File: src/icache_pkg.sv
// shared geometry, encodings and packet formats for the icache; referenced by scoped names
package icache_pkg;

  // cache geometry
  localparam int num_ways = 4;
  localparam int num_sets = 16;
  localparam int way_bits = 2;
  localparam int index_bits = 4;
  localparam int word_bits = 2;
  localparam int byte_bits = 3;

  localparam int bank_width = 64;
  localparam int block_width = 256;

  localparam int vaddr_width = 32;
  localparam int paddr_width = 32;
  localparam int page_offset_bits = 12;
  localparam int ptag_width = paddr_width - page_offset_bits;
  localparam int instr_width = 32;

  typedef enum logic [0:0] {
    coh_invalid = 1'b0,
    coh_shared  = 1'b1
  } coh_state_e;

  typedef enum logic [1:0] {
    tag_set_clear  = 2'd0,
    tag_invalidate = 2'd1,
    tag_set_tag    = 2'd2
  } tag_op_e;

  // only the miss load is issued by this cache
  typedef enum logic [0:0] {
    req_miss_load = 1'b0
  } req_type_e;

  // {index, word offset}
  typedef logic [index_bits+word_bits-1:0] bank_addr_t;

  typedef struct packed {
    coh_state_e             state;
    logic [ptag_width-1:0]  tag;
  } tag_entry_s;

  typedef struct packed {
    tag_op_e                op;
    logic [index_bits-1:0]  index;
    logic [way_bits-1:0]    way_id;
    logic [ptag_width-1:0]  tag;
    coh_state_e             state;
  } tag_pkt_s;

  // always a full block write
  typedef struct packed {
    logic [index_bits-1:0]   index;
    logic [way_bits-1:0]     way_id;
    logic [block_width-1:0]  data;
  } data_pkt_s;

  typedef struct packed {
    req_type_e               req_type;
    logic [paddr_width-1:0]  addr;
    logic [way_bits-1:0]     repl_way;
  } cache_req_s;

endpackage

File: src/icache_fill_steer.sv
// icache bank address and write steering: fetch reads all banks, fills rotate the block by way
module icache_fill_steer (
  input  logic                                   fetch_v_i,
  input  icache_pkg::bank_addr_t                 fetch_addr_i,
  input  logic                                   data_pkt_v_i,
  input  icache_pkg::data_pkt_s                  data_pkt_i,
  output icache_pkg::bank_addr_t [icache_pkg::num_ways-1:0] bank_addr_o,
  output logic [icache_pkg::num_ways-1:0]        bank_we_o,
  output logic [icache_pkg::num_ways-1:0][icache_pkg::bank_width-1:0] bank_wdata_o
);

  logic [icache_pkg::num_ways-1:0][icache_pkg::bank_width-1:0] block_words;

  assign block_words = data_pkt_i.data;

  for (genvar b = 0; b < icache_pkg::num_ways; b++) begin : g_steer
    logic [icache_pkg::way_bits-1:0] slot;

    // bank b holds word (b ^ way) of the block, stored at word slot (b ^ way)
    assign slot = data_pkt_i.way_id ^ (icache_pkg::way_bits)'(b);

    assign bank_addr_o[b] = fetch_v_i ? fetch_addr_i : {data_pkt_i.index, slot};
    assign bank_we_o[b] = data_pkt_v_i & ~fetch_v_i;
    assign bank_wdata_o[b] = block_words[slot];
  end

endmodule

File: config.mk
export PLATFORM = sky130hd
export DESIGN_NAME = icache_fill_steer
export DESIGN_NICKNAME = d
export VERILOG_FILES = /design/src/icache_pkg.sv /design/src/icache_fill_steer.sv
export SDC_FILE = /design/constraint.sdc
export NUM_CORES = 1
export LEC_CHECK = 0
export BUFFER_PORTS_ARGS = -buffer_cell sky130_fd_sc_hd__buf_2
export CAP_MARGIN = 40
export CORE_AREA = 2 2 218 220
export DETAILED_ROUTE_END_ITERATION = 8
export DIE_AREA = 0 0 220 222
export GPL_TIMING_DRIVEN = 0
export RECOVER_POWER = 50
export SYNTH_ARGS = -nofsm -noshare
export SYNTH_HDL_FRONTEND = slang
export SYNTH_SLANG_ARGS = --single-unit
File: constraint.sdc
create_clock -name vclk -period 1.2
set_input_delay 0 -clock vclk [all_inputs]
set_output_delay 0 -clock vclk [all_outputs]
set_load 0.03 [all_outputs]
==> impl_metrics.json <==
{
  "synth_top_family_by_area": "multiplexers",
  "routed.top_layer": "met4",
  "share_of_synthesized_area_occupied_by_flip_flops_and_latches": 0,
  "worstSetupEndpointType": "primary output",
  "area_share_of_fa_ha_maj_cells_after_synthesis": 0,
  "fin_total_pwr_mw": 7.72,
  "final-hold-violation-count": 0,
  "critical_path_peak_fanout": 7,
  "sequential_cell_area_um2": 0,
  "post-place-cells": 1506,
  "number_of_standard_cells_after_synthesis": 347,
  "die_width_um": 220,
  "finalSetupViolations": 138,
  "placeableCoreArea_mm2": 0.0463,
  "gpl.final_weighted_congestion": 0.900,
  "finalWorstPathRequiredPeriod_ns": 1.32,
  "gr_util_all_layers": 0.145,
  "class_of_the_most_critical_setup_path": "input port to primary output",
  "grt_setup_unrepaired": "true",
  "synth-xor-area-share": 0,
  "vdd_ir_drop_max_v": 0.000295,
  "fillCellCount": 4773,
  "drt_iter0_drc": 553,
  "syn-cell-area_mm2": 0.00650,
  "area_overhead_of_the_layout_relative_to_synthesis_pct": 90.9,
  "worstHoldPathType": "input port to primary output",
  "grt_max_degree": 12,
  "synth_compound_gate_area_share": 0.00308,
  "grt_remaining_overflow": 0,
  "setup_ws_ns": -0.119,
  "vias_per_cell": 4.85,
  "dp_hpwl_um": 29000,
  "placed_cell_area_mm2": 0.0100,
  "place_ws_ns": -0.420,
  "min_period_over_period": 1.10,
  "worstHoldEndpoint": "bank_addr_o[13]",
  "hold_path_startpoint": "fetch_addr_i[1]",
  "max-cap-violations": 0,
  "wl_met1_um": 15000,
  "synth_warnings": 0,
  "post_synth_main_area_contributors": "sky130_fd_sc_hd__mux4_2 89%, sky130_fd_sc_hd__buf_6 4.7%, sky130_fd_sc_hd__buf_4 4.4%",
  "n_clock_buffer": 0,
  "layout.cells.most_common": "sky130_fd_sc_hd__buf_2",
  "syn-mean-instance-area_um2": 18.7,
  "design.portCount": 554,
  "route.vias.total": 7531,
  "initial_utilization": 0.141,
  "die_footprint_mm2": 0.0488,
  "first_global_vias": 7721,
  "whs_path_depth": 4,
  "post_synth_mux_area_share": 0.893,
  "number_of_flip_flops_and_latches": 0,
  "drt_drc_violations_left": 0,
  "yosysTopAreaCellShare": 0.886,
  "required_time_of_the_worst_setup_path_ns": 1.20,
  "fin_nets": 1217,
  "core.rowCount": 79,
  "grt_pass1_wl_um": 52800,
  "detail_route.wl_per_cell_um": 25.2,
  "worst-endpoint-arrival_ns": 1.32,
  "timing.fmax_mhz": 758,
  "relSlewSlack": 0.755,
  "power_per_cell_area_mw_per_mm2": 622,
  "wirelength_um": 39200,
  "yosysUniqueCellTypes": 10,
  "drtPass1Iterations": 5,
  "met2_routed_wirelength_um": 20200,
  "run_status": "complete, but fails checks",
  "yosys.area_share.simple": 0.00212,
  "count_of_buffers_inserted_at_the_top_level_ports": 552,
  "final_core_util": 0.268,
  "antenna_found_initial": 1,
  "synth_top_cell_by_area": "sky130_fd_sc_hd__mux4_2",
  "finish.instance_area_mm2": 0.0124,
  "multi_input_comb_area_mm2": 0.00587,
  "height_of_the_die_um": 222,
  "final_cell_count_no_fill": 1553,
  "detail-route-antenna-nets": 0,
  "finalMaxSlewViolations": 0,
  "syn_nets": 617,
  "failing_checks": "setup timing",
  "drive_gt1_frac": 0.989,
  "power.static_leakage_nw": 5.21,
  "max_slew.worst_pin.slew_ns": 0.370,
  "category_of_the_worst_setup_path_launch_point": "input port",
  "dr_wl_met3_um": 3520,
  "cts_hold_repair_buffers": 0,
  "layout_common_cells": "388 x sky130_fd_sc_hd__buf_2, 256 x sky130_fd_sc_hd__mux4_2, 145 x sky130_fd_sc_hd__buf_6"
}
## report_power, final
group          switching [mW]  internal, mW
Clock                       0   0.000000112
Sequential                  0             0
Combinational            4.15          3.57
## cells by family after synthesis
logic type	count (synthesis)
muxes	260
buffers and inverters	80
AOI/OAI and AO/OA	4
and+or+nand+nor	3
## cell type report
cell class,count,area share
repair buffers,600,0.370
multi-input cells,267,0.473
well taps,607,0.0612
inverters,2,0.000605
plain buffers,76,0.0947
diodes,1,0.000202
## worst max path at each step
stage	start	end	slack, ns	depth (start not counted)
after floorplan	data_pkt_i[256]	bank_addr_o[12]	-0.01	7
after global placement	data_pkt_i[257]	bank_wdata_o[193]	-0.44	6
after detailed placement	data_pkt_i[256]	bank_wdata_o[48]	-0.42	6
after CTS	data_pkt_i[256]	bank_wdata_o[76]	-0.14	6
after global routing	data_pkt_i[256]	bank_wdata_o[100]	-0.17	6
final	data_pkt_i[256]	bank_wdata_o[100]	-0.12	6
## through the flow
step | TNS [ns] | hold WS [ns]
after floorplan | -0.0122 | 0.215
after global placement | -65.73 | 0.408
after detailed placement | -66.94 | 0.418
after CTS | -11.10 | 0.421
after global routing | -15.25 | 0.455
final | -6.46 | 0.432
## cell usage after synthesis
| cell type | count |
|---|---|
| sky130_fd_sc_hd__mux2_2 | 4 |
| sky130_fd_sc_hd__o21ai_0 | 4 |
| sky130_fd_sc_hd__mux4_2 | 256 |
| sky130_fd_sc_hd__nand2_1 | 2 |
| sky130_fd_sc_hd__buf_4 | 38 |
| sky130_fd_sc_hd__clkbuf_1 | 1 |
| sky130_fd_sc_hd__buf_6 | 27 |
| sky130_fd_sc_hd__nor2b_1 | 1 |
| sky130_fd_sc_hd__buf_2 | 12 |
| sky130_fd_sc_hd__inv_1 | 2 |
## layer usage
metal,GRT usage,vias to the layer above
met3,0.0292,46
met5,0,-
met4,0.0143,0
met2,0.255,582
li1,-,2965
met1,0.188,3938
## what timing repair did
action                                  CTS  global route
cloned                                   15            11
gates resized for setup                 393            40
pin swaps                                 0             1
endpoints found under the setup margin  273           231
setup buffers                            20             4
## critical path, cell delays in order
cell and delay (ns):
sky130_fd_sc_hd__buf_16 0.12, sky130_fd_sc_hd__buf_16 0.14, sky130_fd_sc_hd__buf_16 0.16, sky130_fd_sc_hd__buf_12 0.14, sky130_fd_sc_hd__mux4_2 0.57, sky130_fd_sc_hd__buf_6 0.17
Note: power is estimated with default switching activity, not from simulation.
