===== src/icache_pkg.sv =====
// shared geometry, encodings and packet formats for the icache; referenced by scoped names
package icache_pkg;

  // cache geometry
  localparam int num_ways = 4;
  localparam int num_sets = 16;
  localparam int way_bits = 2;
  localparam int index_bits = 4;
  localparam int word_bits = 2;
  localparam int byte_bits = 3;

  localparam int bank_width = 64;
  localparam int block_width = 256;

  localparam int vaddr_width = 32;
  localparam int paddr_width = 32;
  localparam int page_offset_bits = 12;
  localparam int ptag_width = paddr_width - page_offset_bits;
  localparam int instr_width = 32;

  typedef enum logic [0:0] {
    coh_invalid = 1'b0,
    coh_shared  = 1'b1
  } coh_state_e;

  typedef enum logic [1:0] {
    tag_set_clear  = 2'd0,
    tag_invalidate = 2'd1,
    tag_set_tag    = 2'd2
  } tag_op_e;

  // only the miss load is issued by this cache
  typedef enum logic [0:0] {
    req_miss_load = 1'b0
  } req_type_e;

  // {index, word offset}
  typedef logic [index_bits+word_bits-1:0] bank_addr_t;

  typedef struct packed {
    coh_state_e             state;
    logic [ptag_width-1:0]  tag;
  } tag_entry_s;

  typedef struct packed {
    tag_op_e                op;
    logic [index_bits-1:0]  index;
    logic [way_bits-1:0]    way_id;
    logic [ptag_width-1:0]  tag;
    coh_state_e             state;
  } tag_pkt_s;

  // always a full block write
  typedef struct packed {
    logic [index_bits-1:0]   index;
    logic [way_bits-1:0]     way_id;
    logic [block_width-1:0]  data;
  } data_pkt_s;

  typedef struct packed {
    req_type_e               req_type;
    logic [paddr_width-1:0]  addr;
    logic [way_bits-1:0]     repl_way;
  } cache_req_s;

endpackage


===== src/icache_tag_array.sv =====
// icache tag and state storage per set and way, written by tag packets and read in TL
module icache_tag_array (
  input  logic                                   clk_i,
  input  logic                                   reset_i,
  input  logic                                   rd_v_i,
  input  logic [icache_pkg::index_bits-1:0]      rd_index_i,
  input  logic                                   tag_pkt_v_i,
  input  icache_pkg::tag_pkt_s                   tag_pkt_i,
  output icache_pkg::tag_entry_s [icache_pkg::num_ways-1:0] entries_o
);

  icache_pkg::tag_entry_s [icache_pkg::num_ways-1:0] mem [icache_pkg::num_sets];
  logic [icache_pkg::num_ways-1:0] way_hot;

  assign way_hot = (icache_pkg::num_ways)'(1) << tag_pkt_i.way_id;

  always_ff @(posedge clk_i) begin
    if (!reset_i && tag_pkt_v_i) begin
      for (int w = 0; w < icache_pkg::num_ways; w++) begin
        case (tag_pkt_i.op)
          icache_pkg::tag_set_clear: begin
            mem[tag_pkt_i.index][w] <= '0;
          end
          // tag kept, only the state drops
          icache_pkg::tag_invalidate: begin
            if (way_hot[w]) begin
              mem[tag_pkt_i.index][w].state <= icache_pkg::coh_invalid;
            end
          end
          icache_pkg::tag_set_tag: begin
            if (way_hot[w]) begin
              mem[tag_pkt_i.index][w] <= {tag_pkt_i.state, tag_pkt_i.tag};
            end
          end
          default: begin
          end
        endcase
      end
    end else if (rd_v_i) begin
      entries_o <= mem[rd_index_i];
    end
  end

  // fetch owns the array in a lookup cycle, so the top must hold packets off
  assert property (@(posedge clk_i) disable iff (reset_i) !(rd_v_i && tag_pkt_v_i))
    else $error("tag packet write collided with a lookup read");

endmodule


===== config.mk =====
export PLATFORM = sky130hd
export DESIGN_NAME = icache_tag_array
export DESIGN_NICKNAME = d
export VERILOG_FILES = /design/src/icache_pkg.sv /design/src/icache_tag_array.sv
export SDC_FILE = /design/constraint.sdc
export NUM_CORES = 1
export LEC_CHECK = 0
export BUFFER_PORTS_ARGS = -buffer_cell sky130_fd_sc_hd__buf_2
export CAP_MARGIN = 30
export CORE_MARGIN = 4
export CORE_UTILIZATION = 25
export CTS_CLUSTER_DIAMETER = 150
export DETAILED_ROUTE_END_ITERATION = 10
export PLACE_DENSITY = 0.41
export SLEW_MARGIN = 5
export SYNTH_ARGS = -nofsm -noshare
export SYNTH_HDL_FRONTEND = slang
export SYNTH_SLANG_ARGS = --single-unit

===== constraint.sdc =====
create_clock -name clk_i -period 4.3 [get_ports clk_i]
set_clock_uncertainty 0.15 [all_clocks]
set_input_delay 0.86 -clock clk_i [delete_from_list [all_inputs] [get_ports clk_i]]
set_output_delay 0.86 -clock clk_i [all_outputs]
set_load 0.01 [all_outputs]

==> results.py <==
metrics = {
    "outcome": {
        "status": "finished clean",
    },
    "power_and_ir_drop": {
        "power_frac_comb_pct": 3.5,
        "intPower_uw": 23600,
        "p_per_area_nw_per_um2": 461,
        "power.share.clock_pct": 45.0,
        "ir_drop_v": 0.000442,
        "power.leakage_uw": 0.0165,
        "switching_share_pct": 20.5,
        "p_sw_uw": 6090,
        "pwr-share-seq_pct": 51.5,
    },
    "global_routing": {
        "grt_use_total_pct": 13.7,
        "grt_pass1_wl_um": 215000,
        "antenna_found_initial": 36,
        "grt_pass1_vias": 27700,
        "grt_overflow": 0,
        "grt_max_degree": 77,
    },
    "drt": {
        "drt_iter0_markers": 2300,
        "routedWlPerCell_um": 27.0,
        "routed_wl_um": 154000,
        "vias": 26000,
        "drc_errors": 0,
        "firstDrtPassIters": 5,
        "viasPerCell": 4.57,
        "ant_nets": 0,
    },
    "yosys": {
        "syn_nets": 2448,
        "syn_inst": 2411,
        "synthMostInstantiatedCell": "edfxtp_1",
        "synth_common_cells": "edfxtp_1, mux4_2, a22oi_1",
        "synth_area_sq_um": 54200,
        "ys_types": 25,
        "synth_edf_count": 1428,
        "synth-seq-area-share_pct": 79.1,
        "synth_seq_cells": 1428,
        "syn_avg_cell_area_sq_um": 22.5,
        "synth_area_leaders": "edfxtp_1, mux4_2, a22oi_1, and2_1, a22oi_2",
        "synthFlopType": "edfxtp_1",
        "yosys.area.top_type": "edfxtp_1",
        "synth_top_area_share_pct": 79.1,
        "ys_warn_count": 0,
        "synthArstFlopShare_pct": 0,
    },
    "timing": {
        "slew_headroom_pct": 37.7,
        "final_hold_viol_count": 0,
        "final-max-slew-violation-count": 0,
        "fin_tns_setup_ns": 0,
        "final.setup.worst_slack_ns": 1.80,
        "post-route-period-util_pct": 58.1,
        "setup_viol": 0,
        "worstMarginPinSlew_ns": 0.932,
        "min_period_ns": 2.50,
        "rsz0062_at_grt": "no",
        "fmax_ghz": 0.400,
    },
    "finish": {
        "n_fill_cell": 20600,
        "multiInputGateArea_sq_um": 10900,
        "syn_to_final_growth_pct": 19.1,
        "regArea_sq_um": 42900,
        "fin_nets": 2736,
        "layout-drive-gt1-share_pct": 32.7,
    },
    "critical_path": {
        "start_kind": "register",
        "critical_path.cell_chain": "buf_2",
        "endpoint_kind": "output pin",
        "worstSetupPathType": "register to output pin",
        "reg2reg_setup_slack_ns": 2.55,
        "regToRegStartpoint": "mem[2][41]",
        "critPathMaxFanout": 1,
        "worst-path-buf-inv": 1,
        "cpPeakStageDelay_ns": 0.51,
        "r2r_end": "entries_o[41]",
        "required_ns": 3.29,
        "cpLargestDelayFamily": "flip-flops",
        "ff2ff_path_depth": 3,
        "arrival_ns": 1.49,
        "crit_slowest_cell": "edfxtp_1",
    },
    "floorplanning": {
        "die_w_um": 474,
        "start_util_pct": 25.2,
        "ioPinCount": 121,
        "rows": 170,
        "dieArea_sq_um": 224000,
        "core_area_sq_um": 215000,
        "die_h_um": 474,
    },
    "hold_path": {
        "hold_depth": 2,
        "min_to": "entries_o[62]",
        "min_from": "rd_v_i",
        "hold_path_class": "input pin to register",
    },
    "job": {
        "cap_violations": 0,
    },
    "placement": {
        "dp_slack_ns": 1.07,
        "gp_congestion": 0.715,
        "portBuffers": 120,
        "dp.final_hpwl_um": 88400,
    },
    "clocking": {
        "cts.clk_slew.worst_paths_ns": 0.06,
        "clock-root-buffer": "clkbuf_16",
        "postCtsSetupRepairBufs": 0,
        "htree_levels": 4,
        "post_cts_resized": 0,
        "cts_buffer_depth": 3,
        "insertion_delay_ns": 0.77,
        "clock-sinks": 1428,
        "cts_tree": "built",
        "cts_buffers": 159,
        "cts_hold_buf": 0,
    },
}
flip-flops by register name, indices dropped and copies added, names as in the netlist:
name       flops
mem         1344
entries_o     84
area by class of cell:
type / count / share of cell area, %
sequential: 1428 / 66.5
multi-input combinational: 847 / 16.9
clock buffer: 210 / 6.79
tap: 2838 / 5.50
timing repair buffer: 263 / 3.11
clock inverter: 75 / 1.14
antenna: 35 / 0.136
how the worst max path moves through the flow:
stage / from / endpoint / depth (start not counted) / slack, ns
final: entries_o[58] / entries_o[58] / 1 / 1.80
after global routing: entries_o[58] / entries_o[58] / 1 / 1.74
after CTS: entries_o[82] / entries_o[82] / 1 / 1.68
after detailed placement: tag_pkt_i[27] / mem[13][11] / 5 / 1.07
after global placement: rd_index_i[0] / entries_o[7] / 6 / 1.10
after floorplan: reset_i / entries_o[0] / 4 / 0.23
logic make-up after synthesis:
group                      after synthesis  share of synthesized area, %
AOI/OAI and AO/OA                      174                          2.78
adders and majority gates                3                        0.0554
buffers and inverters                  136                          1.17
DFF                                   1428                          79.1
muxes                                  336                          14.0
and+or+nand+nor                        334                          2.91
power by group through the flow:
stage	logic, uW	registers (uW)	clock network (uW)
2_1_floorplan	533	15600	0
3_3_place_gp	1070	15600	0
3_5_place_dp	1080	15600	0
4_1_cts	1080	15300	13800
5_1_grt	1120	15300	14400
6_report	1040	15300	13400
metal layers:
layer / GRT usage [%] / vias up / part of all wire (%)
met1: 17.4 / 14200 / 42
li1: - / 10800 / -
met4: 4.54 / 0 / 2.6
met5: 0 / - / 0
met3: 2.24 / 233 / 5.0
met2: 23.6 / 779 / 51
metrics by stage:
step	cells	power, uW	area [sq um]	util [%]	hold WS, ns
after floorplan	2411	16100	54200	-	0.560
after global placement	5375	16700	59300	27.6	0.578
after detailed placement	5375	16700	59300	27.6	0.591
after CTS	5660	30200	64400	30.0	0.471
after global routing	5687	30800	64500	30.0	0.493
final	5696	29700	64500	30.0	0.521
layout by cell type (no fill, tap or decap), types with 2 or more instances in the layout:
cell type,netlist,final
edfxtp_1,1428,1428
mux4_2,336,336
clkbuf_16,0,169
a22oi_1,128,128
buf_2,46,118
buf_4,3,118
nand2_1,94,94
and2_1,86,84
nor2_2,0,64
nor3_1,49,48
clkbuf_1,65,41
a22oi_2,40,40
diode_2,0,35
clkinv_1,0,31
buf_12,0,25
nor2_1,87,22
clkinv_2,0,22
bufinv_16,0,15
nand3_1,6,6
nor2b_1,6,4
inv_6,0,4
maj3_1,3,3
a211o_1,3,3
nor2b_4,0,2
and2_4,0,2
nand2b_1,3,2
clkinvlp_4,0,2
buf_8,0,2
Note: power is estimated with default switching activity, not from simulation.
