`src/icache_pkg.sv`:
```
// shared geometry, encodings and packet formats for the icache; referenced by scoped names
package icache_pkg;

  // cache geometry
  localparam int num_ways = 4;
  localparam int num_sets = 16;
  localparam int way_bits = 2;
  localparam int index_bits = 4;
  localparam int word_bits = 2;
  localparam int byte_bits = 3;

  localparam int bank_width = 64;
  localparam int block_width = 256;

  localparam int vaddr_width = 32;
  localparam int paddr_width = 32;
  localparam int page_offset_bits = 12;
  localparam int ptag_width = paddr_width - page_offset_bits;
  localparam int instr_width = 32;

  typedef enum logic [0:0] {
    coh_invalid = 1'b0,
    coh_shared  = 1'b1
  } coh_state_e;

  typedef enum logic [1:0] {
    tag_set_clear  = 2'd0,
    tag_invalidate = 2'd1,
    tag_set_tag    = 2'd2
  } tag_op_e;

  // only the miss load is issued by this cache
  typedef enum logic [0:0] {
    req_miss_load = 1'b0
  } req_type_e;

  // {index, word offset}
  typedef logic [index_bits+word_bits-1:0] bank_addr_t;

  typedef struct packed {
    coh_state_e             state;
    logic [ptag_width-1:0]  tag;
  } tag_entry_s;

  typedef struct packed {
    tag_op_e                op;
    logic [index_bits-1:0]  index;
    logic [way_bits-1:0]    way_id;
    logic [ptag_width-1:0]  tag;
    coh_state_e             state;
  } tag_pkt_s;

  // always a full block write
  typedef struct packed {
    logic [index_bits-1:0]   index;
    logic [way_bits-1:0]     way_id;
    logic [block_width-1:0]  data;
  } data_pkt_s;

  typedef struct packed {
    req_type_e               req_type;
    logic [paddr_width-1:0]  addr;
    logic [way_bits-1:0]     repl_way;
  } cache_req_s;

endpackage

```
`src/icache_lru.sv`:
```
// icache tree pseudo-LRU per set, updated on TV hits, giving the replacement way on a miss
module icache_lru (
  input  logic                                   clk_i,
  input  logic                                   reset_i,
  input  logic                                   update_v_i,
  input  logic [icache_pkg::index_bits-1:0]      index_i,
  input  logic [icache_pkg::way_bits-1:0]        hit_way_i,
  input  logic [icache_pkg::num_ways-1:0]        valid_ways_i,
  output logic [icache_pkg::way_bits-1:0]        repl_way_o
);

  // bit 0 root, bit 1 ways 0/1, bit 2 ways 2/3
  logic [icache_pkg::num_ways-2:0] tree_r [icache_pkg::num_sets];
  logic [icache_pkg::num_ways-2:0] tree;

  assign tree = tree_r[index_i];

  always_ff @(posedge clk_i) begin
    if (reset_i) begin
      for (int s = 0; s < icache_pkg::num_sets; s++) begin
        tree_r[s] <= '0;
      end
    end else if (update_v_i) begin
      // point away from the way just used
      tree_r[index_i][0] <= ~hit_way_i[1];
      if (hit_way_i[1]) begin
        tree_r[index_i][2] <= ~hit_way_i[0];
      end else begin
        tree_r[index_i][1] <= ~hit_way_i[0];
      end
    end
  end

  // invalid ways first, lowest one
  always_comb begin
    repl_way_o = {tree[0], tree[0] ? tree[2] : tree[1]};
    for (int w = icache_pkg::num_ways - 1; w >= 0; w--) begin
      if (!valid_ways_i[w]) begin
        repl_way_o = (icache_pkg::way_bits)'(w);
      end
    end
  end

endmodule

```
`config.mk`:
```
export PLATFORM = sky130hd
export DESIGN_NAME = icache_lru
export DESIGN_NICKNAME = d
export VERILOG_FILES = /design/src/icache_pkg.sv /design/src/icache_lru.sv
export SDC_FILE = /design/constraint.sdc
export NUM_CORES = 1
export LEC_CHECK = 0
export BUFFER_PORTS_ARGS = -buffer_cell sky130_fd_sc_hd__buf_2
export CELL_PAD_IN_SITES_DETAIL_PLACEMENT = 1
export CELL_PAD_IN_SITES_GLOBAL_PLACEMENT = 1
export CORE_ASPECT_RATIO = 0.7
export CORE_MARGIN = 8
export CORE_UTILIZATION = 38
export DETAILED_ROUTE_END_ITERATION = 6
export GPL_ROUTABILITY_DRIVEN = 1
export PLACE_DENSITY = 0.7
export SLEW_MARGIN = 20
export SYNTH_ARGS = -nofsm -noshare
export SYNTH_HDL_FRONTEND = slang
export SYNTH_SLANG_ARGS = --single-unit
```
`constraint.sdc`:
```
create_clock -name clk_i -period 4 [get_ports clk_i]
set_input_delay 0.8 -clock clk_i [delete_from_list [all_inputs] [get_ports clk_i]]
set_output_delay 0.8 -clock clk_i [all_outputs]
set_load 0.02 [all_outputs]
```
==> results of run 1 <==
worst max-delay path: stages:
cell and delay (ns):
sky130_fd_sc_hd__buf_2 0.47, sky130_fd_sc_hd__mux4_2 0.57, sky130_fd_sc_hd__a22oi_1 0.20, sky130_fd_sc_hd__nand3_1 0.14
sky130_fd_sc_hd__mux2i_1 0.14, sky130_fd_sc_hd__a31oi_1 0.17, sky130_fd_sc_hd__buf_2 0.19
power groups by stage:
stage / Sequential (mW) / Clock [mW] / Combinational, mW
after floorplan: 0.594 / 0 / 0.0965
after global placement: 0.601 / 0 / 0.118
after detailed placement: 0.601 / 0 / 0.123
after CTS: 0.589 / 0.295 / 0.123
after global routing: 0.592 / 0.314 / 0.133
final: 0.589 / 0.287 / 0.121
final cells by class:
| cell class | instances | area share, % |
|---|---|---|
| flip-flops and latches | 48 | 51.5 |
| multi-input cells | 153 | 38.6 |
| well taps | 94 | 4.20 |
| repair buffers | 15 | 2.77 |
| clock buffers | 7 | 2.72 |
| clock inverters | 1 | 0.134 |
| inverters | 1 | 0.134 |
logic make-up (layout without fill, tap and decap cells):
logic type / count (synthesis) / count (layout) / synth area share (%)
mux: 13 / 13 / 11.0
simple gates: 118 / 118 / 22.7
compound gates: 22 / 22 / 7.14
flops: 48 / 48 / 54.5
buf+inv: 25 / 24 / 4.64
per-layer routing:
layer	vias up	share of wire, %	global-route usage, %
li1	821	-	-
met1	898	51	19.8
met2	36	44	18.4
met3	5	4.8	3.09
met4	0	0.76	3.52
met5	-	0	0
placed cells by master, fill, tap and decap left out, drive strengths merged:
cell type	count
clkinv	1
o211a	1
and4b	1
a22oi	3
buf	15
mux4	12
nor3	17
nand3	10
nand2b	18
nor3b	2
o21ai	1
a31o	12
a31oi	1
a41o	4
inv	1
mux2i	1
edfxtp	48
nor2b	4
clkbuf	7
nand2	16
or2	16
nor2	34
through the flow:
stage	setup WS (ns)	total power, mW	util, %	cells	instance area, um^2
floorplan	0.982	0.691	-	226	2650
global placement	0.536	0.720	40.3	311	2720
detailed placement	0.488	0.724	40.3	311	2720
CTS	0.487	1.01	41.5	319	2800
global route	0.379	1.04	41.5	319	2800
finish	0.522	0.996	41.5	319	2800
final timing paths:
path                      from  depth (start not counted)  slack, ns                          to
setup / recovery    index_i[0]                          7       0.52               repl_way_o[0]
hold / removal    hit_way_i[0]                          2       1.05  tree_r[2][1]$_SDFFCE_PN0P_
==> results.cfg, run 1 <==
[cts]
post_cts.resized_instances = 0
cts-root-buf = sky130_fd_sc_hd__clkbuf_8
tritoncts = yes
clock_sink_count = 48
cts-buffers-inserted = 5
post-cts-setup-buffer-count = 0
cts_max_path_buffers = 2
ctsHtreeMaxLevel = 2
number_of_buffers_inserted_by_hold_repair_at_cts = 0
clock_transition_at_the_register_clock_pins_on_the_worst_setup_and_hold_paths_after_cts_ns = 0.09

[logic_synthesis]
async_reset_ff_share_pct = 0
netlist_top_cells_area = sky130_fd_sc_hd__edfxtp_1 (54%), sky130_fd_sc_hd__mux4_2 (7.7%), sky130_fd_sc_hd__nor2_1 (4.8%)
synth_sequential_area_ratio_pct = 54.5
post_synth_inst_count = 226
synth_area_leader_cell = sky130_fd_sc_hd__edfxtp_1
postSynthRegisterBits = 48
ys_types = 27
ys_top_cells_by_count = sky130_fd_sc_hd__edfxtp_1 (48), sky130_fd_sc_hd__nor2_1 (34), sky130_fd_sc_hd__nand2b_1 (18)
post_synth.cell_area_avg_um2 = 11.7
synth_ff_type = sky130_fd_sc_hd__edfxtp_1
yosysWarningCount = 0
synthMostInstantiatedCell = sky130_fd_sc_hd__edfxtp_1
synthesis.nets = 239
post_synthesis_instance_area_um2 = 2650
synth_top_area_share_pct = 54.5
synth_edf_count = 48

[sta]
slew_viol_final = 0
hold_ws_ns = 1.05
finalHoldViolations = 0
rsz0062_at_grt = false
maxClockFrequency_ghz = 0.288
period_share_pct = 86.9
totalNegativeSetupSlack_ns = 0
maxSlewHeadroom_pct = 47.2
final_period_minus_worst_setup_slack_ns = 3.48
finalSetupViolCount = 0
worst_slew_pin_slew_ns = 0.791

[placement]
place.gp.congestion = 0.725
place.detailed.hpwl_mm = 4.01
numPortBuffers = 14

[pwr]
power_share_of_the_combinational_group_pct = 12.1
switching_share_pct = 24.4
power_frac_clock_pct = 28.8
p_leak_nw = 0.976
p_int_mw = 0.753
switchingPower_mw = 0.243
power.share.sequential_pct = 59.1
vdd_ir_drop_max_v = 0.000119
power_density_nw_per_um2 = 356

[drt]
wl_per_cell_um = 18.9
route.vias.total = 1760
drt_first_iter_violations = 135
route.antenna.remaining_nets = 0
detail_route.wirelength_mm = 6.04
drc = 0
vias_per_cell = 5.52
firstDrtPassIters = 4

[global_routing]
grt_start_max_net_pins = 51
grt_pass1_vias = 1771
antenna_found_initial = 0
grt_first_pass_wirelength_mm = 10.1
grt_remaining_overflow = 0
grt_util_all_layers_pct = 13.2

[layout]
registers.top_by_ff_count = tree_r
area_delta_synth_final_pct = 5.91
number_of_fill_cells_in_the_layout = 762
number_of_flip_flops_under_the_largest_register_name = 48
biggest_regs = tree_r: 48 flops
drive_gt1_share_pct = 26.2
final_nets = 237
antennaDiodeCount = 0
multiInputGateArea_um2 = 1080
register_area_um2 = 1440

[worst_setup_path]
worstPathRequired_ns = 3.20
crit_path_start_kind = input port
setup.worst_path.class = in -> out
endpoint_kind = primary output
arrival_ns = 2.68
crit_fanout = 23

[floorplan]
die_area_um2 = 9930
floorplan.die.width_um = 116
initial_core_util_pct = 39.1
floorplan.io_pins = 15
die_h_um = 85.8
core-area_um2 = 6760
fp-row-count = 25

[hold_path]
path_category_of_the_worst_min_delay_check = in -> reg

[run_status]
run_status = complete, no violations

[flow_run]
max-cap-violations = 0
(Power assumes the default switching activity.)
==> inputs of run 2 (changes only) <==
ABC_AREA = 1   (was not set)
CAP_MARGIN = 5   (was not set)
PLACE_DENSITY = 0.75   (was 0.7)
==> results.cfg, run 2 <==
[cts]
clock_transition_at_the_register_clock_pins_on_the_worst_setup_and_hold_paths_after_cts_ns = 0.10
tritoncts = yes
post_cts.resized_instances = 0
cts-buffers-inserted = 5
post-cts-setup-buffer-count = 0
number_of_buffers_inserted_by_hold_repair_at_cts = 0
cts_max_path_buffers = 2
clock_sink_count = 48
cts-root-buf = sky130_fd_sc_hd__clkbuf_8
ctsHtreeMaxLevel = 2

[drt]
firstDrtPassIters = 4
wl_per_cell_um = 15.2
detail_route.wirelength_mm = 7.53
drc = 0
drt_first_iter_violations = 131
route.vias.total = 2424
vias_per_cell = 4.90
route.antenna.remaining_nets = 0

[layout]
mostFrequentLayoutCells = sky130_fd_sc_hd__nand2_1 (186), sky130_fd_sc_hd__nor2_1 (56), sky130_fd_sc_hd__edfxtp_1 (48)
biggest_regs = tree_r: 48 flops
final_nets = 409
registers.top_by_ff_count = tree_r
layout_commonest_cell = sky130_fd_sc_hd__nand2_1
drive_gt1_share_pct = 8.31
area_delta_synth_final_pct = 6.18
number_of_flip_flops_under_the_largest_register_name = 48
final_area_um2 = 3030
finish.utilization_pct = 41.6
antennaDiodeCount = 0
final_cells = 495

[logic_synthesis]
synth_area_leader_cell = sky130_fd_sc_hd__edfxtp_1
async_reset_ff_share_pct = 0
synth_sequential_area_ratio_pct = 50.5
post_synth_inst_count = 392
synth_ff_type = sky130_fd_sc_hd__edfxtp_1
synthesis.nets = 405
postSynthRegisterBits = 48
ys_types = 19
yosysWarningCount = 0
post_synthesis_instance_area_um2 = 2850
ys_top_cells_by_count = sky130_fd_sc_hd__nand2_1 (186), sky130_fd_sc_hd__nor2_1 (56), sky130_fd_sc_hd__edfxtp_1 (48)
netlist_top_cells_area = sky130_fd_sc_hd__edfxtp_1 (51%), sky130_fd_sc_hd__nand2_1 (24%), sky130_fd_sc_hd__nor2_1 (7.4%)
post_synth.cell_area_avg_um2 = 7.28
synthMostInstantiatedCell = sky130_fd_sc_hd__nand2_1
synth_edf_count = 48
synth_top_area_share_pct = 50.5

[pwr]
p_leak_nw = 1.34
vdd_ir_drop_max_v = 0.000116
power.total_mw = 1.03
power_density_nw_per_um2 = 339

[floorplan]
initial_core_util_pct = 39.1
floorplan.die.width_um = 120
core-area_um2 = 7290
fp-row-count = 26
floorplan.io_pins = 15
die_h_um = 88.5
die_area_um2 = 10600

[sta]
totalNegativeSetupSlack_ns = 0
final_period_minus_worst_setup_slack_ns = 3.40
finalSetupViolCount = 0
period_share_pct = 85.1
worst_slew_pin_slew_ns = 0.694
maxClockFrequency_ghz = 0.294
maxSlewHeadroom_pct = 53.8
finalHoldViolations = 0
slew_viol_final = 0
rsz0062_at_grt = false

[global_routing]
grt_start_max_net_pins = 49
grt_remaining_overflow = 0
grt_util_all_layers_pct = 15.0
grt_pass1_vias = 2461
grt_first_pass_wirelength_mm = 12.4
antenna_found_initial = 0

[worst_setup_path]
crit_path_start_kind = input port
slowest_delay_ns = 0.47
crit_fanout = 28
crit_path_top_delay_cell = sky130_fd_sc_hd__buf_2
endpoint_kind = primary output
cpMostUsedCell = sky130_fd_sc_hd__nand2_1
worstPathRequired_ns = 3.20
arrival_ns = 2.60
cp_cell_sequence = buf_2 -> inv_4 -> nand2_1 -> nand2_1 -> nand2_1 -> nand2_1 -> nand2_1 -> nand2_1 -> nor2_2 -> nand2_1 -> nand3_1 -> nand2_1 -> a21oi_2 -> buf_2
setup.worst_path.class = in -> out

[flow_run]
max-cap-violations = 0

[placement]
place.detailed.hpwl_mm = 5.28
placed_cell_area_um2 = 2940
place.gp.congestion = 0.788
placed_cells = 487
numPortBuffers = 14

[hold_path]
path_category_of_the_worst_min_delay_check = in -> reg

[run_status]
run_status = complete, no violations
==> run 2: cell types whose count changed in the layout (fill, tap and decap cells not counted), moves of 4 or more <==
cell and change:
sky130_fd_sc_hd__o21ai_0 +12, sky130_fd_sc_hd__nor2_1 +22, sky130_fd_sc_hd__or2_2 -15, sky130_fd_sc_hd__nor3_1 -8, sky130_fd_sc_hd__nand2_1 +170, sky130_fd_sc_hd__mux4_2 -9, sky130_fd_sc_hd__nor2b_1 -4, sky130_fd_sc_hd__nor2_2 +4
sky130_fd_sc_hd__a41o_1 -4, sky130_fd_sc_hd__nand2b_1 -18, sky130_fd_sc_hd__a31o_2 -12, sky130_fd_sc_hd__inv_1 +42
==> run 2: logic make-up after synthesis <==
logic type	after synthesis	synth area share [%]
AND/OR/NAND/NOR	264	36.4
buffers and inverters	65	10.3
flip-flops	48	50.5
AO/OA/AOI/OAI	15	2.81
==> run 2: critical path: cells and delay by family <==
| family | cells | cell delay (ns) |
|---|---|---|
| buffers and inverters | 3 | 0.89 |
| and+or+nand+nor | 10 | 0.77 |
| AOI/OAI and AO/OA | 1 | 0.11 |
==> run 2: final timing paths <==
check	from	endpoint	slack (ns)	cells past startpoint
setup / recovery	index_i[0]	repl_way_o[0]	0.60	14
hold / removal	hit_way_i[1]	tree_r[8][0]$_SDFFCE_PN0P_	0.97	2
==> run 2: routing by layer <==
metal | track usage (%) | share of wire (%) | vias up
met5 | 0 | 0 | -
met4 | 4.06 | 0.98 | 0
met3 | 2.49 | 5.0 | 8
met2 | 24.2 | 43 | 43
met1 | 20.4 | 51 | 1171
li1 | - | - | 1202
==> run 2: report_power, final <==
part | internal, mW | total (mW) | switching, mW
Clock | 0.121 | 0.301 | 0.180
Sequential | 0.579 | 0.589 | 0.00904
Combinational | 0.0370 | 0.137 | 0.100
==> run 2: through the flow <==
| step | setup WS [ns] | hold WS (ns) |
|---|---|---|
| finish | 0.597 | 0.967 |
| global route | 0.343 | 0.994 |
| global placement | 0.699 | 1.26 |
| CTS | 0.581 | 0.955 |
| detailed placement | 0.584 | 1.28 |
| floorplan | 1.31 | 0.996 |
==> run 2: final cells by class <==
cell class	instances	area (um^2)
tap	98	123
inverter	46	175
clock buffer	5	68.8
fill	961	4260
multi-input combinational	279	1120
sequential	48	1440
clock inverter	3	18.8
timing repair buffer	16	85.1
