[config.mk]
export PLATFORM = sky130hd
export DESIGN_NAME = icache_way_select
export DESIGN_NICKNAME = d
export VERILOG_FILES = /design/src/icache_pkg.sv /design/src/icache_way_select.sv
export SDC_FILE = /design/constraint.sdc
export NUM_CORES = 1
export LEC_CHECK = 0
export BUFFER_PORTS_ARGS = -buffer_cell sky130_fd_sc_hd__buf_2
export CORE_AREA = 2 2 154 156
export DETAILED_ROUTE_END_ITERATION = 12
export DIE_AREA = 0 0 156 158
export PLACE_DENSITY = 0.49
export RECOVER_POWER = 100
export SYNTH_ARGS = -nofsm -noshare
export SYNTH_HDL_FRONTEND = slang
export SYNTH_SLANG_ARGS = --single-unit
[constraint.sdc]
create_clock -name vclk -period 2.91
set_input_delay 0 -clock vclk [all_inputs]
set_output_delay 0 -clock vclk [all_outputs]
set_load 0.01 [all_outputs]
[src/icache_pkg.sv]
// shared geometry, encodings and packet formats for the icache; referenced by scoped names
package icache_pkg;

  // cache geometry
  localparam int num_ways = 4;
  localparam int num_sets = 16;
  localparam int way_bits = 2;
  localparam int index_bits = 4;
  localparam int word_bits = 2;
  localparam int byte_bits = 3;

  localparam int bank_width = 64;
  localparam int block_width = 256;

  localparam int vaddr_width = 32;
  localparam int paddr_width = 32;
  localparam int page_offset_bits = 12;
  localparam int ptag_width = paddr_width - page_offset_bits;
  localparam int instr_width = 32;

  typedef enum logic [0:0] {
    coh_invalid = 1'b0,
    coh_shared  = 1'b1
  } coh_state_e;

  typedef enum logic [1:0] {
    tag_set_clear  = 2'd0,
    tag_invalidate = 2'd1,
    tag_set_tag    = 2'd2
  } tag_op_e;

  // only the miss load is issued by this cache
  typedef enum logic [0:0] {
    req_miss_load = 1'b0
  } req_type_e;

  // {index, word offset}
  typedef logic [index_bits+word_bits-1:0] bank_addr_t;

  typedef struct packed {
    coh_state_e             state;
    logic [ptag_width-1:0]  tag;
  } tag_entry_s;

  typedef struct packed {
    tag_op_e                op;
    logic [index_bits-1:0]  index;
    logic [way_bits-1:0]    way_id;
    logic [ptag_width-1:0]  tag;
    coh_state_e             state;
  } tag_pkt_s;

  // always a full block write
  typedef struct packed {
    logic [index_bits-1:0]   index;
    logic [way_bits-1:0]     way_id;
    logic [block_width-1:0]  data;
  } data_pkt_s;

  typedef struct packed {
    req_type_e               req_type;
    logic [paddr_width-1:0]  addr;
    logic [way_bits-1:0]     repl_way;
  } cache_req_s;

endpackage

[src/icache_way_select.sv]
// icache TV hit logic: tag compare, hit way encode, bank pick and instruction half select
module icache_way_select (
  input  icache_pkg::tag_entry_s [icache_pkg::num_ways-1:0] entries_i,
  input  logic [icache_pkg::ptag_width-1:0]      ptag_i,
  input  logic [icache_pkg::word_bits-1:0]       word_i,
  input  logic                                   half_i,
  input  logic [icache_pkg::num_ways-1:0][icache_pkg::bank_width-1:0] bank_rdata_i,
  output logic                                   hit_o,
  output logic [icache_pkg::way_bits-1:0]        hit_way_o,
  output logic [icache_pkg::instr_width-1:0]     instr_o
);

  logic [icache_pkg::num_ways-1:0] match;
  logic [icache_pkg::bank_width-1:0] word_picked;

  always_comb begin
    for (int w = 0; w < icache_pkg::num_ways; w++) begin
      match[w] = (entries_i[w].state != icache_pkg::coh_invalid)
                 && (entries_i[w].tag == ptag_i);
    end
  end

  // lowest matching way wins
  always_comb begin
    hit_o = 1'b0;
    hit_way_o = '0;
    for (int w = icache_pkg::num_ways - 1; w >= 0; w--) begin
      if (match[w]) begin
        hit_o = 1'b1;
        hit_way_o = (icache_pkg::way_bits)'(w);
      end
    end
  end

  // word w of way h sits in bank h ^ w
  assign word_picked = bank_rdata_i[hit_way_o ^ word_i];

  assign instr_o = half_i ? word_picked[icache_pkg::instr_width +: icache_pkg::instr_width]
                          : word_picked[icache_pkg::instr_width-1:0];

  // fills never place one block in two ways of a set
  always_comb begin
    assert ($onehot0(match))
      else $error("tag hit in more than one way of a set");
  end

endmodule

==> impl_metrics.json, run 1 <==
{
  "min-delay-start": "bank_rdata_i[247]",
  "clock.fmax_ghz": 0.3436,
  "fin_cells": 1283,
  "seq_cells": 0,
  "avgSynthCellArea_um2": 6.896,
  "p_per_area_mw_per_mm2": 146.0,
  "ys_warn_count": 0,
  "hold_buffers": 0,
  "min_path_cells": 4,
  "slew_headroom_pct": 60.35,
  "final_cell_mix": "buf_2, and3_1, buf_4",
  "grt_max_degree": 75,
  "synth.area.mux_share_pct": 1.780,
  "peakVddDrop_mv": 0.09290,
  "cp_max_fo": 5,
  "synth_area_mm2": 0.003655,
  "avgRoutedWirePerCell_um": 20.70,
  "synth_top_family_by_area": "simple AND/OR/NAND/NOR gates",
  "wl_mm": 26.55,
  "status": "finished, violations left",
  "busiest_layer": "met2",
  "leakage_nw": 3.814,
  "met1_usage_pct": 23.80,
  "clock_buffers": 0,
  "die_x_um": 156,
  "coreArea_mm2": 0.02305,
  "holdPathEnd": "instr_o[23]",
  "initial_core_util_pct": 15.85,
  "drt-pass1-iter-count": 7,
  "synth_fp_nets": 893,
  "io_pins": 398,
  "synthAdderAreaFrac_pct": 0,
  "cap_violations": 0,
  "hold_path.class": "in -> out",
  "vias": 6463,
  "hold_ws_ns": 0.4408,
  "numPortBuffers": 398,
  "end_kind": "output port",
  "drive_above_1_share_pct": 61.25,
  "layout.cells.most_common": "buf_2",
  "synthCells": 530,
  "fin_crit_sh_pct": 100.0,
  "hold_viol_final": 0,
  "track_usage_pct": 18.13,
  "crit_arrival_ns": 2.91,
  "fin_crit_ns": 2.911,
  "synth_compound_area_share_pct": 30.57,
  "worst_slew_pin_slew_ns": 0.5942,
  "path_cells": "buf_8 -> xnor2_4 -> nand4_1 -> or4_4 -> or2_4 -> a221oi_4 -> buf_12 -> mux2i_4 -> buf_6 -> buf_12 -> a211oi_1 -> nor4_1 -> buf_2",
  "regArea_um2": 0,
  "cp_common_cell": "buf_12",
  "grt.met3_usage_pct": 1.779,
  "yosysSeqAreaShare_pct": 0,
  "placedCellCount": 1259,
  "setup_violations": 1,
  "drv_slew": 0,
  "grt_use_met2_pct": 33.16,
  "grt_setup_unrepaired": "true",
  "via_per_inst": 5.037,
  "finish.net_count": 1356,
  "crit_slowest_cell": "or4_4",
  "ant_nets": 0,
  "synthDistinctLibCells": 42,
  "die_h_um": 158,
  "gp_congestion": 0.8574,
  "areaGrowthSynthToFinish_pct": 118.8,
  "die_area_mm2": 0.02465,
  "antenna_found_initial": 3,
  "overflow": 0,
  "slowest_delay_ns": 0.57,
  "required_ns": 2.91,
  "dr.first_iter.drc_count": 569,
  "violations": "setup timing",
  "place.detailed.hpwl_mm": 20.72,
  "final.setup.worst_slack_ns": -0.0007503,
  "synth-simple-area-share_pct": 40.84,
  "rows": 56,
  "grt_pass1_wl_mm": 34.62,
  "grt_pass1_vias": 6099,
  "drc": 0,
  "crit_type": "in -> out",
  "synth_xor_xnor_area_share_pct": 20.06,
  "start_kind": "input port"
}
-- worst max path at each step --
stage                  startpoint          end  slack, ns  depth (start not counted)
floorplan               ptag_i[2]  instr_o[10]       0.16                         10
global placement        ptag_i[4]   instr_o[1]      -0.40                         15
detailed placement      ptag_i[4]   instr_o[1]      -0.44                         15
CTS                 entries_i[49]   instr_o[8]      0.001                         14
global route            ptag_i[9]   instr_o[1]      -0.11                         13
finish              entries_i[42]   instr_o[6]    -0.0008                         13
-- final cells by class --
| class | instances | area [um2] |
|---|---|---|
| Antenna cell | 2 | 5.005 |
| Inverter | 2 | 7.507 |
| Timing Repair Buffer | 517 | 3442 |
| Multi-Input combinational cell | 472 | 4180 |
| Fill cell | 2475 | 15050 |
| Tap cell | 290 | 362.8 |
-- cell families after synthesis --
group / Yosys count
buffers and inverters: 58
AND/OR/NAND/NOR: 243
multiplexers: 5
AO/OA/AOI/OAI: 142
XOR/XNOR: 82
-- Yosys cell counts (2+ instances only) --
library cell / instances / area (um2)
or2_1: 2 / 12.51
buf_4: 4 / 30.03
and3_1: 126 / 788.3
clkbuf_1: 46 / 172.7
nand2_1: 15 / 56.30
o21ai_0: 2 / 10.01
a2111oi_0: 33 / 289.0
nor4b_1: 4 / 35.03
xnor2_1: 54 / 473.0
a211oi_1: 95 / 713.2
inv_1: 2 / 7.510
a21oi_1: 4 / 20.02
xor2_1: 26 / 227.7
nand4_1: 24 / 150.1
mux2i_1: 2 / 20.02
nor3_1: 5 / 25.02
a21o_1: 2 / 15.01
nand3_1: 8 / 40.04
nor4_1: 41 / 256.5
mux2_4: 3 / 45.04
buf_2: 4 / 20.02
or4_1: 3 / 22.52
nor2_1: 6 / 22.52
-- metal layers --
layer  wire length [um]  up-vias
li1                   -     3090
met1              11170     3025
met2              13390      327
met3               1760       19
met4                223        2
met5                 16        -
-- worst max-delay path, delay by kind of cell --
| family | cells | cell delay, ns |
|---|---|---|
| mux | 1 | 0.27 |
| buf+inv | 5 | 0.75 |
| xor+xnor | 1 | 0.16 |
| compound gates | 2 | 0.36 |
| simple gates | 4 | 1.34 |
-- through the flow --
stage / total power [mW] / TNS [ns] / cell area [um2] / setup WS, ns / utilization (%)
floorplan: 0.3917 / 0 / 3655 / 0.1626 / -
global placement: 0.9532 / -3.344 / 6748 / -0.4003 / 29.27
detailed placement: 0.9522 / -4.615 / 6748 / -0.4374 / 29.27
CTS: 1.016 / 0 / 7082 / 0.001184 / 30.72
global route: 1.249 / -1.161 / 7995 / -0.1145 / 34.68
finish: 1.167 / -0.0007503 / 7998 / -0.0007503 / 34.69
-- power breakdown --
| group | total, mW | internal, mW | switching (mW) |
|---|---|---|---|
| clock | 0.0000000921 | 0.0000000921 | 0 |
| sequential | 0 | 0 | 0 |
| combinational | 1.17 | 0.623 | 0.544 |
| total | 1.17 | 0.623 | 0.544 |
-- what timing repair did --
item / 4_1_cts / 5_1_grt
endpoints found under the setup margin: 32 / 32
endpoints found under the hold margin: 0 / 0
setup buffers: 6 / 12
gates cloned: 1 / 5
pin swaps: 15 / 41
resized for setup: 50 / 145
(Power assumes the default switching activity.)
==> run 2, diff against run 1 <==
- ABC_AREA: not set -> 1
- CORE_AREA: 2 2 154 156 -> 2 2 156 158
- DIE_AREA: 0 0 156 158 -> 0 0 158 160
- PLACE_DENSITY: 0.49 -> 0.55
- clock period: 2.91 -> 2.6 ns (I/O delays scaled with it)
==> run 2 against run 1 <==
  * The run now ends clean
  * Setup slack improved by 0.19 ns
  * Synthesized cell count grew to 2.5 times the previous value
  * Combinational power rose by 7%
  * Largest cell class unchanged
  * Highest routed layer unchanged
==> impl_metrics.json, run 2 <==
{
  "grt_pass1_wl_mm": 44.39,
  "setup_violations": 0,
  "tns_ns": 0,
  "synth.largest_area_cell": "nand2_1",
  "layout.cells.most_common": "nand2_1",
  "synth.area.mux_share_pct": 0,
  "cp_common_cell": "nand2_1",
  "placedCellCount": 2012,
  "hold_buffers": 0,
  "gp_congestion": 1.019,
  "clock.fmax_ghz": 0.4150,
  "hold_viol_final": 0,
  "drt-pass1-iter-count": 5,
  "required_ns": 2.60,
  "placed_area_mm2": 0.008137,
  "grt_setup_unrepaired": "false",
  "cts_setup_buffers": 0,
  "final_design_area_no_fill_mm2": 0.008130,
  "place_ws_ns": 0.3007,
  "final_cell_mix": "nand2_1, buf_2, inv_1",
  "status": "finished clean",
  "synth.most_common_cell": "nand2_1",
  "finish.net_count": 2053,
  "vias": 9200,
  "seq_cells": 0,
  "dr.first_iter.drc_count": 816,
  "cp-startpoint": "ptag_i[14]",
  "synth_common_cells": "nand2_1, inv_1, nand3_1, nor2_1, buf_2",
  "cap_violations": 0,
  "p_per_area_mw_per_mm2": 153.9,
  "synth_area_mm2": 0.005818,
  "leakage_nw": 5.768,
  "post_cts_resized": 0,
  "final.setup.worst_slack_ns": 0.1904,
  "synthCells": 1331,
  "regArea_um2": 0,
  "synth_top_area_share_pct": 29.35,
  "min-delay-start": "bank_rdata_i[192]",
  "die_x_um": 158,
  "synth_fp_nets": 1694,
  "fillers": 2878,
  "die_area_mm2": 0.02528,
  "die_h_um": 160,
  "crit_arrival_ns": 2.41,
  "coreArea_mm2": 0.02382,
  "critPathCapture": "instr_o[8]",
  "fin_cells": 2017,
  "grt_max_degree": 80,
  "hold_path.class": "in -> out",
  "place.detailed.hpwl_mm": 24.68,
  "path_cells": "buf_2 -> inv_1 -> nand2_1 -> nand2_1 -> nor2_1 -> nand2_1 -> nor2_1 -> nand3_1 -> nand2_1 -> nand2_2 -> nand2_2 -> nand2_4 -> nand2_4 -> clkbuf_2 -> nand2_1 -> nand3_1 -> nand2_1 -> nand2_1 -> nand2_1 -> buf_2",
  "worst_slew_pin_slew_ns": 0.5238,
  "numPortBuffers": 398,
  "yosysSeqAreaShare_pct": 0,
  "synth_xor_xnor_area_share_pct": 3.312,
  "ys_warn_count": 0,
  "drc": 0,
  "overflow": 0,
  "fin_crit_sh_pct": 92.68,
  "synth-simple-area-share_pct": 65.63,
  "avgSynthCellArea_um2": 4.371,
  "peakVddDrop_mv": 0.06676,
  "clock_buffers": 0,
  "cp_max_fo": 14,
  "start_kind": "input port",
  "ant_nets": 0,
  "slew_headroom_pct": 64.83,
  "initial_core_util_pct": 24.42,
  "grt_pass1_vias": 8775,
  "synth_compound_area_share_pct": 1.656,
  "slowest_delay_ns": 0.32,
  "via_per_inst": 4.561,
  "avgRoutedWirePerCell_um": 14.59,
  "synthDistinctLibCells": 28,
  "ys_top_cells_by_area": "nand2_1, nand3_1, inv_1, nor2_1, buf_2",
  "drive_above_1_share_pct": 26.01,
  "end_kind": "output port",
  "io_pins": 398,
  "rows": 57,
  "synth_top_family_by_area": "simple AND/OR/NAND/NOR gates",
  "multi_input_area_mm2": 0.004120,
  "antenna_found_initial": 8,
  "fin_crit_ns": 2.410,
  "drv_slew": 0,
  "crit_slowest_cell": "clkbuf_2",
  "wl_mm": 29.42,
  "final_core_util_pct": 34.13,
  "crit_type": "in -> out",
  "areaGrowthSynthToFinish_pct": 39.74,
  "synthAdderAreaFrac_pct": 0,
  "track_usage_pct": 21.99
}
-- run 2: logic make-up after synthesis --
group	count (synthesis)
buffers and inverters	411
AND/OR/NAND/NOR	881
XOR/XNOR	22
AO/OA/AOI/OAI	17
-- run 2: how the worst min path moves through the flow --
| stage | end | depth (start not counted) |
|---|---|---|
| after global placement | instr_o[0] | 8 |
| after floorplan | instr_o[0] | 3 |
| after global routing | instr_o[0] | 8 |
| after CTS | instr_o[22] | 8 |
| final | instr_o[0] | 8 |
| after detailed placement | instr_o[22] | 8 |
-- run 2: area by class of cell --
| cell class | count | share of cell area (%) |
|---|---|---|
| inverter | 342 | 15.79 |
| timing repair buffer | 426 | 28.39 |
| multi-input combinational | 920 | 50.68 |
| antenna | 5 | 0.1539 |
| tap | 324 | 4.986 |
-- run 2: where the power goes --
| part | leakage [nW] | internal [mW] | switching [mW] |
|---|---|---|---|
| Combinational | 5.77 | 0.531 | 0.721 |
| Sequential | 0 | 0 | 0 |
| Clock | 0.0000317 | 0.000000258 | 0 |
| Total | 5.77 | 0.531 | 0.721 |
-- run 2: metal layers --
metal	part of all wire (%)	global-route usage, %	vias up
met2	46	38.52	450
met3	9.1	3.338	68
li1	-	-	4681
met5	0.068	0	-
met1	41	27.26	3997
met4	3.4	7.289	4
-- run 2: metrics by stage --
step	hold WS [ns]	total power, mW
2_1_floorplan	0.2689	0.6838
3_3_place_gp	0.4792	1.255
3_5_place_dp	0.4777	1.252
4_1_cts	0.4810	1.258
5_1_grt	0.5326	1.404
6_report	0.4719	1.252
-- run 2: critical path, delay by kind of cell --
kind,cells,cell delay [ns]
buf+inv,4,0.69
simple gates,16,1.70
==> run 3, diff against run 2 <==
- MAX_ROUTING_LAYER: not set -> met4
==> run 3 against run 2 <==
  * Sequential cell count unchanged
  * Utilization fell by 0.43 points
  * Design area down 1.2%
  * Via count down 1.3%
==> impl_metrics.json, run 3 (synthesis results as in run 2) <==
{
  "path_buf_inv": 4,
  "vias": 9081,
  "dr.first_iter.drc_count": 846,
  "required_ns": 2.60,
  "drt-pass1-iter-count": 5,
  "grt_pass1_wl_mm": 44.08,
  "p_per_area_mw_per_mm2": 153.1,
  "initial_core_util_pct": 24.42,
  "post_cts_resized": 0,
  "clock.fmax_ghz": 0.4269,
  "drive_above_1_share_pct": 24.94,
  "status": "finished clean",
  "via_per_inst": 4.513,
  "hold_viol_final": 0,
  "track_usage_pct": 22.74,
  "setup_violations": 0,
  "start_kind": "input port",
  "clock_buffers": 0,
  "rows": 57,
  "finish.net_count": 2045,
  "seq_cells": 0,
  "antenna_found_initial": 7,
  "end_kind": "output port",
  "die_area_mm2": 0.02528,
  "place.detailed.hpwl_mm": 24.84,
  "final_cell_mix": "nand2_1, buf_2, inv_1",
  "crit_arrival_ns": 2.34,
  "path_cells": "buf_2 -> inv_2 -> nand2_1 -> nand2_1 -> nor2_1 -> nand2_1 -> nor2_1 -> nand3_1 -> nand2_1 -> nand2_1 -> nand2_1 -> nand2_1 -> clkbuf_4 -> nand3_1 -> nand3_1 -> nand2_1 -> nand2_1 -> nand2_1 -> clkbuf_1",
  "wl_mm": 29.79,
  "leakage_nw": 5.682,
  "cts_setup_buffers": 0,
  "cp_max_fo": 19,
  "cap_violations": 0,
  "regArea_um2": 0,
  "grt_pass1_vias": 8514,
  "io_pins": 398,
  "layout.cells.most_common": "nand2_1",
  "fin_crit_ns": 2.342,
  "peakVddDrop_mv": 0.07828,
  "areaGrowthSynthToFinish_pct": 38.00,
  "grt_max_degree": 77,
  "total_power_mw": 1.229,
  "drc": 0,
  "slowest_delay_ns": 0.30,
  "gp_congestion": 0.9956,
  "hold_buffers": 0,
  "ant_nets": 0,
  "numPortBuffers": 398,
  "fillers": 2924,
  "fin_crit_sh_pct": 90.09,
  "die_x_um": 158,
  "drv_slew": 0,
  "worst_slew_pin_slew_ns": 0.5211,
  "cp_common_cell": "nand2_1",
  "hold_ws_ns": 0.4718,
  "die_h_um": 160,
  "coreArea_mm2": 0.02382,
  "crit_family": "simple AND/OR/NAND/NOR gates",
  "crit_slowest_cell": "clkbuf_4",
  "hold_path.class": "in -> out",
  "crit_type": "in -> out",
  "tns_ns": 0,
  "overflow": 0,
  "slew_headroom_pct": 65.01,
  "avgRoutedWirePerCell_um": 14.80,
  "grt_setup_unrepaired": "false"
}
-- run 3: changes by cell type in the layout (fill, tap and decap cells not counted) --
| cell | previous run | this run |
|---|---|---|
| clkbuf_1 | 11 | 22 |
| clkbuf_2 | 9 | 0 |
| buf_2 | 380 | 376 |
| buf_4 | 16 | 12 |
| buf_12 | 10 | 7 |
| diode_2 | 5 | 8 |
| clkbuf_4 | 0 | 1 |
| nand2_1 | 455 | 456 |
| nand2_2 | 4 | 3 |
-- run 3: metal layers --
metal	global-route usage [%]	up-vias	part of all wire (%)
met5	-	-	0
met4	7.862	0	3.8
met3	3.338	71	8.3
met2	38.89	406	47
met1	27.01	3935	41
li1	-	4669	-
-- run 3: path summary, 6_finish.rpt --
path	from	to	slack [ns]	cells past startpoint
setup / recovery	ptag_i[3]	instr_o[18]	0.26	19
hold / removal	bank_rdata_i[212]	instr_o[20]	0.47	8
-- run 3: layout make-up --
type                       count  area [um2]  area share, %
multi-input combinational    920        4118          51.29
timing repair buffer         418        2202          27.43
inverter                     342        1284          15.99
tap                          324       405.4          5.049
antenna                        8       20.02         0.2493
-- run 3: report_power, final --
group,total [mW],internal [mW],switching [mW]
logic,1.23,0.512,0.718
clock network,0.000000412,0.000000412,0
registers,0,0,0
-- run 3: stage by stage --
stage | cells | util [%] | cell area [um2] | setup slack, ns
final | 2012 | 33.71 | 8029 | 0.2576
after global routing | 2011 | 33.70 | 8026 | 0.05821
after CTS | 2004 | 33.75 | 8039 | 0.3323
after detailed placement | 2004 | 33.75 | 8039 | 0.3272
after global placement | 2004 | 33.75 | 8039 | 0.3117
after floorplan | 1331 | - | 5818 | 1.060
